$ cat config.mk
export PLATFORM = sky130hd
export DESIGN_NAME = vsub_top
export DESIGN_NICKNAME = d
export VERILOG_FILES = /design/src/design/vsub_pkg.sv /design/src/design/prefix_and_or.sv /design/src/design/sub_v.sv /design/src/design/vsub_lane.sv /design/src/design/vsub_unpack.sv /design/src/design/vsub_collect.sv /design/src/design/vsub_top.sv
export VERILOG_INCLUDE_DIRS = /design/src /design/src/include
export SDC_FILE = /design/constraint.sdc
export NUM_CORES = 1
export LEC_CHECK = 0
export ABC_AREA = 1
export BUFFER_PORTS_ARGS = -buffer_cell sky130_fd_sc_hd__buf_2
export CAP_MARGIN = 0
export CORE_MARGIN = 2
export CORE_UTILIZATION = 53
export DETAILED_ROUTE_END_ITERATION = 12
export GPL_TIMING_DRIVEN = 0
export PLACE_DENSITY = 0.77
export SYNTH_ARGS = -nofsm -noshare
export SYNTH_HDL_FRONTEND = slang
export SYNTH_SLANG_ARGS = --single-unit
$ cat constraint.sdc
create_clock -name clk -period 27.4 [get_ports clk]
set_input_delay 2.74 -clock clk [delete_from_list [all_inputs] [get_ports clk]]
set_output_delay 2.74 -clock clk [all_outputs]
set_load 0.05 [all_outputs]
$ cat src/include/vsub_config.svh
// vector subtract unit configuration
// lane geometry and default prefix network speed
`ifndef VSUB_CONFIG_SVH
`define VSUB_CONFIG_SVH

// number of independent lanes per request
`define VSUB_LANES 4

// width of one lane in bits
`define VSUB_LANE_W 16

// default prefix tree, FAST (sklansky) or SLOW (ripple)
// resolves against speed_e of the package
`define VSUB_SPEED FAST

`endif

$ cat src/design/vsub_pkg.sv
// vector subtract unit package
// enums for prefix speed, opcodes and handshake phase, plus the request,
// lane and result structs
`default_nettype none

`include "vsub_config.svh"

package vsub_pkg;

	// prefix network structure
	typedef enum logic {
		SLOW = 1'b0,
		FAST = 1'b1
	} speed_e;

	// per-request opcode, applied to all lanes alike
	typedef enum logic [1:0] {
		OP_SUB    = 2'd0,
		OP_SUBB   = 2'd1,
		OP_SUBSAT = 2'd2
	} vsub_op_e;

	// four-phase handshake phase
	typedef enum logic {
		HS_IDLE      = 1'b0,
		HS_WAIT_DROP = 1'b1
	} hs_state_e;

	// incoming request, lane 0 in the low bits of a and b
	typedef struct packed {
		vsub_op_e                                 op;
		logic [`VSUB_LANES*`VSUB_LANE_W-1:0] a;
		logic [`VSUB_LANES*`VSUB_LANE_W-1:0] b;
		logic [`VSUB_LANES-1:0]              borrow;
	} vsub_req_t;

	// work for a single lane
	typedef struct packed {
		vsub_op_e                 op;
		logic [`VSUB_LANE_W-1:0] a;
		logic [`VSUB_LANE_W-1:0] b;
		logic                     borrow;
	} lane_op_t;

	// registered output of a single lane
	typedef struct packed {
		logic                     valid;
		logic [`VSUB_LANE_W-1:0] diff;
		logic                     ovf;
	} lane_res_t;

	// packed result returned to the outside
	typedef struct packed {
		logic [`VSUB_LANES*`VSUB_LANE_W-1:0] diff;
		logic [`VSUB_LANES-1:0]              ovf;
	} vsub_res_t;

endpackage

`default_nettype wire

$ cat src/design/prefix_and_or.sv
// parallel-prefix and-or network
// prefix generate/propagate over all lower bit positions, sklansky or ripple
`default_nettype none

module prefix_and_or
	import vsub_pkg::*;
#(
	parameter int     width = 8,
	parameter speed_e speed = FAST
) (
	input  logic [width-1:0] gi,
	input  logic [width-1:0] pi,
	output logic [width-1:0] go,
	output logic [width-1:0] po
);

	generate
		if (speed == FAST) begin : g_fast
			// log-depth sklansky tree
			localparam int levels = $clog2(width);

			// row l holds the partial prefixes after l combine stages
			logic [levels:0][width-1:0] g_lvl;
			logic [levels:0][width-1:0] p_lvl;

			assign g_lvl[0] = gi;
			assign p_lvl[0] = pi;

			for (genvar l = 0; l < levels; l++) begin : g_level
				for (genvar i = 0; i < width; i++) begin : g_bit
					if (((i >> l) & 1) == 1) begin : g_comb
						// top bit of the lower half of this 2^(l+1) group
						localparam int j = ((i >> l) << l) - 1;
						assign g_lvl[l+1][i] = g_lvl[l][i] | (p_lvl[l][i] & g_lvl[l][j]);
						assign p_lvl[l+1][i] = p_lvl[l][i] & p_lvl[l][j];
					end else begin : g_pass
						// lower half of a group passes through unchanged
						assign g_lvl[l+1][i] = g_lvl[l][i];
						assign p_lvl[l+1][i] = p_lvl[l][i];
					end
				end
			end

			assign go = g_lvl[levels];
			assign po = p_lvl[levels];
		end else begin : g_slow
			// serial chain, one combine per bit
			assign go[0] = gi[0];
			assign po[0] = pi[0];

			for (genvar i = 1; i < width; i++) begin : g_chain
				assign go[i] = gi[i] | (pi[i] & go[i-1]);
				assign po[i] = pi[i] & po[i-1];
			end
		end
	endgenerate

endmodule

`default_nettype wire

$ cat src/design/sub_v.sv
// parallel-prefix subtractor
// s = a - b - ci with two's-complement overflow flag v
`default_nettype none

`include "vsub_config.svh"

module sub_v
	import vsub_pkg::*;
#(
	parameter int     width = `VSUB_LANE_W,
	parameter speed_e speed = FAST
) (
	input  logic [width-1:0] a,
	input  logic [width-1:0] b,
	input  logic             ci,
	output logic [width-1:0] s,
	output logic             v
);

	// subtraction as a + ~b + ~ci
	logic [width-1:0] bi;
	logic             cii;
	logic [width-1:0] gi;
	logic [width-1:0] pi;
	logic [width-1:0] go;
	// half-sum per bit
	logic [width-1:0] pt;

	assign bi  = ~b;
	assign cii = ~ci;

	// bit 0 folds the inverted carry in as a full-adder majority
	assign gi[0] = (a[0] & bi[0]) | (a[0] & cii) | (bi[0] & cii);
	assign pi[0] = 1'b0;
	assign pt[0] = a[0] ^ bi[0];

	generate
		for (genvar i = 1; i < width; i++) begin : g_pre
			assign gi[i] = a[i] & bi[i];
			assign pi[i] = a[i] | bi[i];
			assign pt[i] = ~gi[i] & pi[i];
		end
	endgenerate

	// group propagate unused, carries come from go alone
	prefix_and_or #(
		.width (width),
		.speed (speed)
	) u_prefix (
		.gi (gi),
		.pi (pi),
		.go (go),
		.po ()
	);

	// carry into bit i is go[i-1], carry into bit 0 is cii
	assign s = pt ^ {go[width-2:0], cii};
	// overflow when carry into and out of the sign bit differ
	assign v = go[width-1] ^ go[width-2];

endmodule

`default_nettype wire

$ cat src/design/vsub_lane.sv
// vector subtract lane
// applies the opcode to one prefix subtractor and holds the result until taken
`default_nettype none

`include "vsub_config.svh"

module vsub_lane
	import vsub_pkg::*;
#(
	parameter speed_e speed = FAST
) (
	input  logic      clk,
	input  logic      reset,
	input  lane_op_t  op,
	input  logic      load,
	input  logic      take,
	output logic      ready,
	output lane_res_t res
);

	localparam int W = `VSUB_LANE_W;
	// signed clamp values
	localparam logic [W-1:0] SAT_MAX = {1'b0, {(W-1){1'b1}}};
	localparam logic [W-1:0] SAT_MIN = {1'b1, {(W-1){1'b0}}};

	logic         ci;
	logic [W-1:0] diff_raw;
	logic         ovf_raw;
	logic [W-1:0] diff_d;
	logic         valid_q;
	logic [W-1:0] diff_q;
	logic         ovf_q;

	// borrow only counts for the subtract-with-borrow opcode
	assign ci = (op.op == OP_SUBB) ? op.borrow : 1'b0;

	sub_v #(
		.width (W),
		.speed (speed)
	) u_sub (
		.a  (op.a),
		.b  (op.b),
		.ci (ci),
		.s  (diff_raw),
		.v  (ovf_raw)
	);

	// saturate by sign of a, since overflow means the sign flipped
	always_comb begin
		diff_d = diff_raw;
		if ((op.op == OP_SUBSAT) && ovf_raw) begin
			diff_d = op.a[W-1] ? SAT_MIN : SAT_MAX;
		end
	end

	// slot frees up in the same cycle it is taken
	assign ready = ~valid_q | take;

	always_ff @(posedge clk) begin
		if (reset) begin
			valid_q <= 1'b0;
		end else if (load) begin
			valid_q <= 1'b1;
		end else if (take) begin
			valid_q <= 1'b0;
		end
	end

	// payload
	always_ff @(posedge clk) begin
		if (load) begin
			diff_q <= diff_d;
			ovf_q  <= ovf_raw;
		end
	end

	assign res = '{valid: valid_q, diff: diff_q, ovf: ovf_q};

	// unpacker must respect the lane ready
	a_load_ready: assert property (@(posedge clk) disable iff (reset) load |-> ready);

endmodule

`default_nettype wire

$ cat src/design/vsub_unpack.sv
// request-side four-phase slave
// buffers one request and slices it into per-lane operations
`default_nettype none

`include "vsub_config.svh"

module vsub_unpack
	import vsub_pkg::*;
(
	input  logic                             clk,
	input  logic                             reset,
	input  logic                             req,
	input  vsub_req_t                        req_data,
	output logic                             ack,
	input  logic [`VSUB_LANES-1:0]           lane_ready,
	output logic                             load,
	output lane_op_t [`VSUB_LANES-1:0]       lane_op
);

	localparam int W = `VSUB_LANE_W;

	hs_state_e state_q;
	logic      buf_full_q;
	vsub_req_t buf_q;
	logic      capture;

	// accept only with room in the buffer
	assign capture = (state_q == HS_IDLE) && req && !buf_full_q;
	assign ack     = (state_q == HS_WAIT_DROP);
	// all lanes move together
	assign load    = buf_full_q && (&lane_ready);

	always_ff @(posedge clk) begin
		if (reset) begin
			state_q    <= HS_IDLE;
			buf_full_q <= 1'b0;
		end else begin
			case (state_q)
				HS_IDLE: begin
					if (capture) begin
						state_q <= HS_WAIT_DROP;
					end
				end
				HS_WAIT_DROP: begin
					// wait for master to drop req
					if (!req) begin
						state_q <= HS_IDLE;
					end
				end
				default: state_q <= HS_IDLE;
			endcase
			// capture and load never overlap
			if (capture) begin
				buf_full_q <= 1'b1;
			end else if (load) begin
				buf_full_q <= 1'b0;
			end
		end
	end

	always_ff @(posedge clk) begin
		if (capture) begin
			buf_q <= req_data;
		end
	end

	generate
		for (genvar i = 0; i < `VSUB_LANES; i++) begin : g_slice
			assign lane_op[i] = '{
				op:     buf_q.op,
				a:      buf_q.a[i*W +: W],
				b:      buf_q.b[i*W +: W],
				borrow: buf_q.borrow[i]
			};
		end
	endgenerate

	// master holds data until it sees ack
	a_req_stable: assert property (@(posedge clk) disable iff (reset)
		(req && !ack) |=> (!req || ack || $stable(req_data)));

endmodule

`default_nettype wire

$ cat src/design/vsub_collect.sv
// result-side collector
// packs lane results into one result and drives the four-phase result master
`default_nettype none

`include "vsub_config.svh"

module vsub_collect
	import vsub_pkg::*;
(
	input  logic                            clk,
	input  logic                            reset,
	input  lane_res_t [`VSUB_LANES-1:0]     lane_res,
	output logic                            take,
	output logic                            res_req,
	input  logic                            res_ack,
	output vsub_res_t                       res_data
);

	localparam int W = `VSUB_LANE_W;

	hs_state_e              state_q;
	logic                   res_req_q;
	vsub_res_t              res_q;
	vsub_res_t              res_d;
	logic [`VSUB_LANES-1:0] lane_valid;
	logic                   out_full;

	// gather valid bits and pack diff/ovf, lane 0 lowest
	always_comb begin
		for (int i = 0; i < `VSUB_LANES; i++) begin
			lane_valid[i]         = lane_res[i].valid;
			res_d.diff[i*W +: W] = lane_res[i].diff;
			res_d.ovf[i]          = lane_res[i].ovf;
		end
	end

	// output buffer busy from take until res_ack drops
	assign out_full = res_req_q || (state_q == HS_WAIT_DROP);
	assign take     = (&lane_valid) && !out_full;
	assign res_req  = res_req_q;
	assign res_data = res_q;

	always_ff @(posedge clk) begin
		if (reset) begin
			state_q   <= HS_IDLE;
			res_req_q <= 1'b0;
		end else begin
			case (state_q)
				HS_IDLE: begin
					if (take) begin
						res_req_q <= 1'b1;
					end else if (res_req_q && res_ack) begin
						res_req_q <= 1'b0;
						state_q   <= HS_WAIT_DROP;
					end
				end
				HS_WAIT_DROP: begin
					// slave drops ack, buffer frees
					if (!res_ack) begin
						state_q <= HS_IDLE;
					end
				end
				default: state_q <= HS_IDLE;
			endcase
		end
	end

	always_ff @(posedge clk) begin
		if (take) begin
			res_q <= res_d;
		end
	end

	// lanes are loaded and taken together
	a_valid_agree: assert property (@(posedge clk) disable iff (reset)
		(lane_valid == '0) || (&lane_valid));
	a_res_stable: assert property (@(posedge clk) disable iff (reset)
		res_req |=> (!res_req || $stable(res_data)));

endmodule

`default_nettype wire

$ cat src/design/vsub_top.sv
// vector subtract unit top level
// request unpacker, independent subtract lanes and result collector
`default_nettype none

`include "vsub_config.svh"

module vsub_top
	import vsub_pkg::*;
#(
	parameter speed_e speed = `VSUB_SPEED
) (
	input  logic      clk,
	input  logic      reset,
	input  logic      req,
	input  vsub_req_t req_data,
	output logic      ack,
	output logic      res_req,
	input  logic      res_ack,
	output vsub_res_t res_data
);

	logic                             load;
	logic                             take;
	logic [`VSUB_LANES-1:0]           lane_ready;
	lane_op_t [`VSUB_LANES-1:0]       lane_op;
	lane_res_t [`VSUB_LANES-1:0]      lane_res;

	vsub_unpack u_unpack (
		.clk        (clk),
		.reset      (reset),
		.req        (req),
		.req_data   (req_data),
		.ack        (ack),
		.lane_ready (lane_ready),
		.load       (load),
		.lane_op    (lane_op)
	);

	// lanes share load and take, no borrow between them
	generate
		for (genvar i = 0; i < `VSUB_LANES; i++) begin : g_lane
			vsub_lane #(
				.speed (speed)
			) u_lane (
				.clk   (clk),
				.reset (reset),
				.op    (lane_op[i]),
				.load  (load),
				.take  (take),
				.ready (lane_ready[i]),
				.res   (lane_res[i])
			);
		end
	endgenerate

	vsub_collect u_collect (
		.clk      (clk),
		.reset    (reset),
		.lane_res (lane_res),
		.take     (take),
		.res_req  (res_req),
		.res_ack  (res_ack),
		.res_data (res_data)
	);

endmodule

`default_nettype wire

==> qor.yml, run 1 <==
ys_types: 35
slew_violations: 0
irDropWorstVdd_v: 0.0000533
htree_num_levels: 1
drcViolationCount: 0
ys_seq_area_share_pct: 60.6
cts_tree: "yes"
grt_usage_pct: 18.1
pre_cts_ws_ns: 22.94
chipWidth_um: 164
routedWlPerCell_um: 13.9
io_pins: 208
crit_chain: "buf_2"
power_density_nw_per_um2: 65.7
place.gp.congestion: 0.813
cp.required_ns: 24.66
start_util_pct: 53.9
dp_hpwl_um: 18300
drtIter0Drc: 351
synth_warnings: 0
cts_made_buffers: 29
clockBufferDepth: 3
synth_edf_count: 270
overflow: 0
cp_slowest_cell: "edfxtp_1"
synth_compound_area_share_pct: 2.95
yosys.area_share.adder_pct: 13.3
post_cts_buffers: 0
hp-class: "flip-flop to flip-flop"
ant_nets: 0
drive_gt1_share_pct: 24.9
fin_crit_ns: 3.93
muxShareOfSynthArea_pct: 0
final_cell_mix: "edfxtp_1 (270), nand2_1 (248), inv_1 (229)"
setup_ws_ns: 23.47
yosysTopAreaCell: "edfxtp_1"
die_height_um: 164
grt_max_degree: 35
status: "finished, final reports clean"
cts-resized-gates: 0
synth_seq_cells: 275
critical-path-top-delay-family: "flip-flops"
synth_xor_area_share_pct: 1.88
async_flop_share_pct: 0
startpoint_type: "flip-flop"
timing.slew.headroom_pct: 58.8
finalSetupTns_ns: 0
clkTransAtPathRegs_ns: 0.06
synth_top_area_share_pct: 59.9
crit_buf_inv: 1
crit_path_end_kind: "primary output"
nets: 1662
areaGrowthSynthToFinish_pct: 18.8
synth_cells: 1139
max_cap_viol_count: 0
crit_path_max_fanout: 1
placed_cells_incl_taps: 1691
postSynthAreaPerCell_um2: 11.9
fin_worst_skew_ns: 0.0104
coreArea_um2: 25100
placement.io_buffers: 207
fin_area_um2: 16100
vias: 8266
fin_cells: 1744
grt_first_pass_wirelength_um: 38300
synth.area.top_cells: "edfxtp_1 (60%), ha_1 (10%), nand2_1 (6.9%), inv_1 (6.4%), fa_1 (3.0%)"
synth_simple_gate_area_share_pct: 13.7
synth.net_count: 1409
dieArea_um2: 26800
viasPerCell: 4.74
leakage_uw: 0.00758
fmax_ghz: 0.254
insertion_delay_ns: 0.54
crit_arrival_ns: 1.19
cts-root-buf: "clkbuf_16"
ys.flop_type: "edfxtp_1"
finalHoldViolCount: 0
antenna_found_initial: 3
grt_pass1_vias: 8276
cts_num_sinks: 275
ctsHoldBuffers: 0
syn_area_um2: 13500
placed_area_um2: 15200
first_pass_iters: 5
fin_crit_sh_pct: 14.3
synth_top_family_by_area: "simple AND/OR/NAND/NOR gates"
final_common_cell: "edfxtp_1"
slowest_delay_ns: 0.38
critPathKind: "flip-flop to primary output"
totalWireLength_um: 24200
rows: 58
setup_viol: 0
rsz0062_at_grt: "false"
tightest_slew_ns: 0.616
## metal layers
metal	vias up	routed length (um)	track usage, %
li1	4151	-	-
met1	3854	9280	20.0
met2	198	12700	34.3
met3	61	1120	3.08
met4	2	1020	7.34
met5	-	7	0
## path summary, 6_finish.rpt
| path | from | endpoint | slack (ns) | depth (start not counted) |
|---|---|---|---|---|
| worst min register to register | g_lane[0].u_lane.diff_q[9] | u_collect.res_data[13] | 0.41 | 0 |
| worst max-delay path | u_collect.res_data[50] | res_data[50] | 23.47 | 1 |
| worst max register to register | u_unpack.lane_op[33] | g_lane[0].u_lane.diff_q[9] | 24.21 | 17 |
| worst min-delay path | g_lane[0].u_lane.diff_q[9] | u_collect.res_data[13] | 0.41 | 0 |
## area by class of cell
cell class                 instances  area (um^2)
inverter                         244          916
clock inverter                    17          133
fill                            1936         9030
buffer                             9         95.1
clock buffer                      33          741
tap                              330          413
antenna                            3         7.51
timing repair buffer             222         1230
sequential                       275         8210
multi-input combinational        611         4340
## state kept, by name, indices dropped and copies added (netlist names)
name                   flops
g_lane.u_lane.diff_q      64
g_lane.u_lane.ovf_q        4
g_lane.u_lane.valid_q      1
u_collect.res_data        68
u_collect.res_req          1
u_collect.state_q          1
u_unpack.ack               1
u_unpack.buf_full_q        1
u_unpack.lane_op         134
## Yosys cell counts (5+ instances only)
master / number
xor2_1: 20
nand2_2: 20
a21oi_1: 34
fa_1: 20
o21bai_1: 15
nor3_1: 5
nand3_1: 27
xnor2_1: 9
ha_1: 112
dfxtp_1: 5
edfxtp_1: 270
a21oi_2: 6
inv_1: 229
nor2_1: 37
nand2_1: 248
inv_2: 15
nor2_2: 8
nand2_4: 16
## per-stage QoR
step	utilization, %	power, uW	hold WS, ns
finish	64.0	1060	0.414
global route	64.0	1110	0.421
CTS	64.0	1070	0.414
detailed placement	60.5	706	0.405
global placement	59.7	700	0.400
floorplan	-	661	0.400
## cells by family (layout without fill, tap and decap cells)
kind of cell             count (synthesis)  in the layout
XOR/XNOR                                29             29
AO/OA/AOI/OAI                           65             65
AND/OR/NAND/NOR                        385            385
other                                    0              3
buffers and inverters                  253            525
flip-flops                             275            275
adder cells (fa/ha/maj)                132            132
## power by group
| part | total, uW | switching, uW | internal [uW] |
|---|---|---|---|
| Sequential | 519 | 11.8 | 507 |
| Combinational | 177 | 113 | 64.6 |
| Clock | 360 | 149 | 210 |
| Total | 1060 | 274 | 782 |
No activity file was read; power rests on OpenSTA's default activity.
==> run 2, diff against run 1 <==
--- a/config.mk
+++ b/config.mk
@@ -6,7 +6,7 @@
 export SDC_FILE = /design/constraint.sdc
 export NUM_CORES = 1
 export LEC_CHECK = 0
-export ABC_AREA = 1
+export ABC_AREA = 0
 export BUFFER_PORTS_ARGS = -buffer_cell sky130_fd_sc_hd__buf_2
 export CAP_MARGIN = 0
 export CORE_MARGIN = 2
==> constraint.sdc (replaced) <==
create_clock -name clk -period 4.11 [get_ports clk]
set_input_delay 0.411 -clock clk [delete_from_list [all_inputs] [get_ports clk]]
set_output_delay 0.411 -clock clk [all_outputs]
set_load 0.05 [all_outputs]
==> run 2 against run 1 <==
Effect of this change:
- via count decreased by 8.5%
- combinational power increased to 6.0 times the previous value
- synthesized cell count decreased by 20%
- clock skew increased by 0.00071 ns
- routed wire length decreased by 1.4%
- critical path type is now flip-flop to flip-flop
- setup slack got worse by 23 ns
- sequential cell count unchanged
==> qor.yml, run 2 <==
status: "finished, final reports clean"
fin_crit_sh_pct: 94.1
chipWidth_um: 161
final_cell_mix: "edfxtp_1 (270), buf_2 (210), inv_1 (154)"
cts_made_buffers: 29
synth_most_common_cell: "edfxtp_1"
irDropWorstVdd_v: 0.000495
ys.flop_type: "edfxtp_1"
synth_edf_count: 270
async_flop_share_pct: 0
ctsHoldBuffers: 0
syn_area_um2: 13100
cp.depth: 12
ant_nets: 0
totalWireLength_um: 23800
setup_ws_ns: 0.244
crit_path_max_fanout: 6
critical-path-top-delay-family: "adder cells"
ys_seq_area_share_pct: 62.7
critPathKind: "flip-flop to flip-flop"
pre_cts_ws_ns: 0.0305
areaGrowthSynthToFinish_pct: 20.7
place.gp.congestion: 0.807
synth.net_count: 1181
grt_pass1_vias: 7667
regArea_um2: 8210
leakage_uw: 0.00682
whs_ns: 0.0389
cts_num_sinks: 275
final_common_cell: "edfxtp_1"
hp-class: "input pin to flip-flop"
cp.required_ns: 4.39
timing.reg2reg.setup_slack_ns: 0.24
antenna_found_initial: 2
crit_path_end_kind: "flip-flop"
synth.area.top_cells: "edfxtp_1 (62%), ha_1 (11%), inv_1 (4.4%), mux2i_1 (4.3%), fa_1 (3.1%)"
die_height_um: 161
r2r-start: "u_unpack.lane_op[33]"
crit_arrival_ns: 4.15
grt_usage_pct: 18.5
setup_viol: 0
synth_warnings: 0
fin_crit_ns: 3.87
grt_max_degree: 69
clockBufferDepth: 3
power_density_nw_per_um2: 461
start_util_pct: 53.9
multi_input_area_um2: 4250
tightest_slew_ns: 1.04
crit_chain: "nor2b_1, and2_1, fa_1, fa_1, nor2_1, o21ai_1, a211oi_2, a21oi_2, o21ai_4, mux2_1, buf_6, mux2_1"
postSynthAreaPerCell_um2: 14.4
vias: 7567
insertion_delay_ns: 0.54
placement.io_buffers: 207
io_pins: 208
rsz0062_at_grt: "false"
drive_gt1_share_pct: 24.8
fin_area_um2: 15800
clkTransAtPathRegs_ns: 0.06
yosysTopAreaCell: "edfxtp_1"
nets: 1429
grt_first_pass_wirelength_um: 37900
routedWlPerCell_um: 15.8
largest_reg_flops: 134
ys_types: 63
n_fill_cell: 1784
drcViolationCount: 0
placed_area_um2: 14700
rows: 57
viasPerCell: 5.02
startpoint_type: "flip-flop"
coreArea_um2: 24300
dp_hpwl_um: 17700
regToRegEndpoint: "g_lane[0].u_lane.diff_q[8]"
dieArea_um2: 26000
cp_slowest_cell: "fa_1"
overflow: 0
r2r_cells: 12
ys_top_cells_by_count: "edfxtp_1 (270), inv_1 (155), ha_1 (112)"
fmax_ghz: 0.259
synth_top_area_share_pct: 61.9
synth_seq_cells: 275
slowest_delay_ns: 0.48
worstHoldStart: "req_data[33]"
drtIter0Drc: 420
cts_tree: "yes"
crit_start: "u_unpack.lane_op[33]"
first_pass_iters: 4
max_cap_viol_count: 0
cts-root-buf: "clkbuf_16"
timing.slew.headroom_pct: 30.3
endpoint: "g_lane[0].u_lane.diff_q[8]"
slew_violations: 0
crit_buf_inv: 1
fin_worst_skew_ns: 0.0111
synth_cells: 911
finalHoldViolCount: 0
htree_num_levels: 1
[run 2: cell count changes in the layout (fill, tap and decap cells not counted), sizes merged, moves of 6 or more]
cell    before  now
inv        245  156
nand2      284   12
o21ai        6   13
buf        231  225
nor2b        1   12
nand2b       0    9
mux2i        0   56
or4          0    7
o21a         0    7
mux2         0    7
nand3       34    3
xnor2        9   20
a21oi       40   32
nand4        8    0
[run 2: worst register-to-register path: stages (launching register included)]
cell and delay [ns]:
edfxtp_1 0.40, nor2b_1 0.24, and2_1 0.23, fa_1 0.45, fa_1 0.48, nor2_1 0.17
o21ai_1 0.15, a211oi_2 0.28, a21oi_2 0.16, o21ai_4 0.24, mux2_1 0.36, buf_6 0.15
mux2_1 0.30
[run 2: report_power, final]
group          internal, uW  total, uW  switching [uW]  leakage (uW)
combinational           437       1060             622       0.00375
sequential             3380       3460            81.1       0.00257
clock                  1730       2770            1050      0.000507
[run 2: worst min-delay path by stage]
stage                             end  slack, ns  cells past startpoint
3_5_place_dp   u_collect.res_data[54]       0.40                      0
4_1_cts          u_unpack.lane_op[49]       0.01                      1
2_1_floorplan   u_collect.res_data[0]       0.40                      0
6_report         u_unpack.lane_op[49]       0.04                      1
3_3_place_gp   u_collect.res_data[47]       0.40                      0
5_1_grt         u_unpack.lane_op[102]       0.01                      1
[run 2: layout make-up]
type                            instances  area share [%]
Inverter                              155            3.70
Sequential cell                       275            51.9
Multi-Input combinational cell        468            26.9
Clock buffer                           32            4.66
Clock inverter                         22            1.84
Antenna cell                            2          0.0317
Buffer                                 13           0.578
Timing Repair Buffer                  217            7.84
Tap cell                              324            2.56
[run 2: logic make-up after synthesis]
kind of cell	synth area share [%]
buf+inv	5.11
fa+ha+maj	13.8
flops	62.7
mux	4.88
compound gates	6.11
simple gates	4.86
xor+xnor	2.61
[run 2: routing by layer]
layer | up-vias | GRT usage (%) | share of wire, %
met5 | - | 0 | 0
met4 | 0 | 6.82 | 3.3
met3 | 47 | 2.77 | 4.5
met2 | 194 | 33.0 | 52
met1 | 3623 | 22.8 | 41
li1 | 3703 | - | -
[run 2: through the flow]
step / instances / utilization [%] / TNS (ns) / total power, uW
6_report: 1508 / 65.0 / 0 / 7290
5_1_grt: 1508 / 65.0 / 0 / 7620
4_1_cts: 1504 / 64.9 / 0 / 7370
3_5_place_dp: 1450 / 60.6 / 0 / 4570
3_3_place_gp: 1442 / 59.8 / -174.81 / 4500
2_1_floorplan: 911 / - / 0 / 4240
[run 2: timing repair]
action | in CTS | in global routing
gates resized for setup | 0 | 3
setup buffers | 0 | 2
endpoints found under the setup margin | 0 | 26
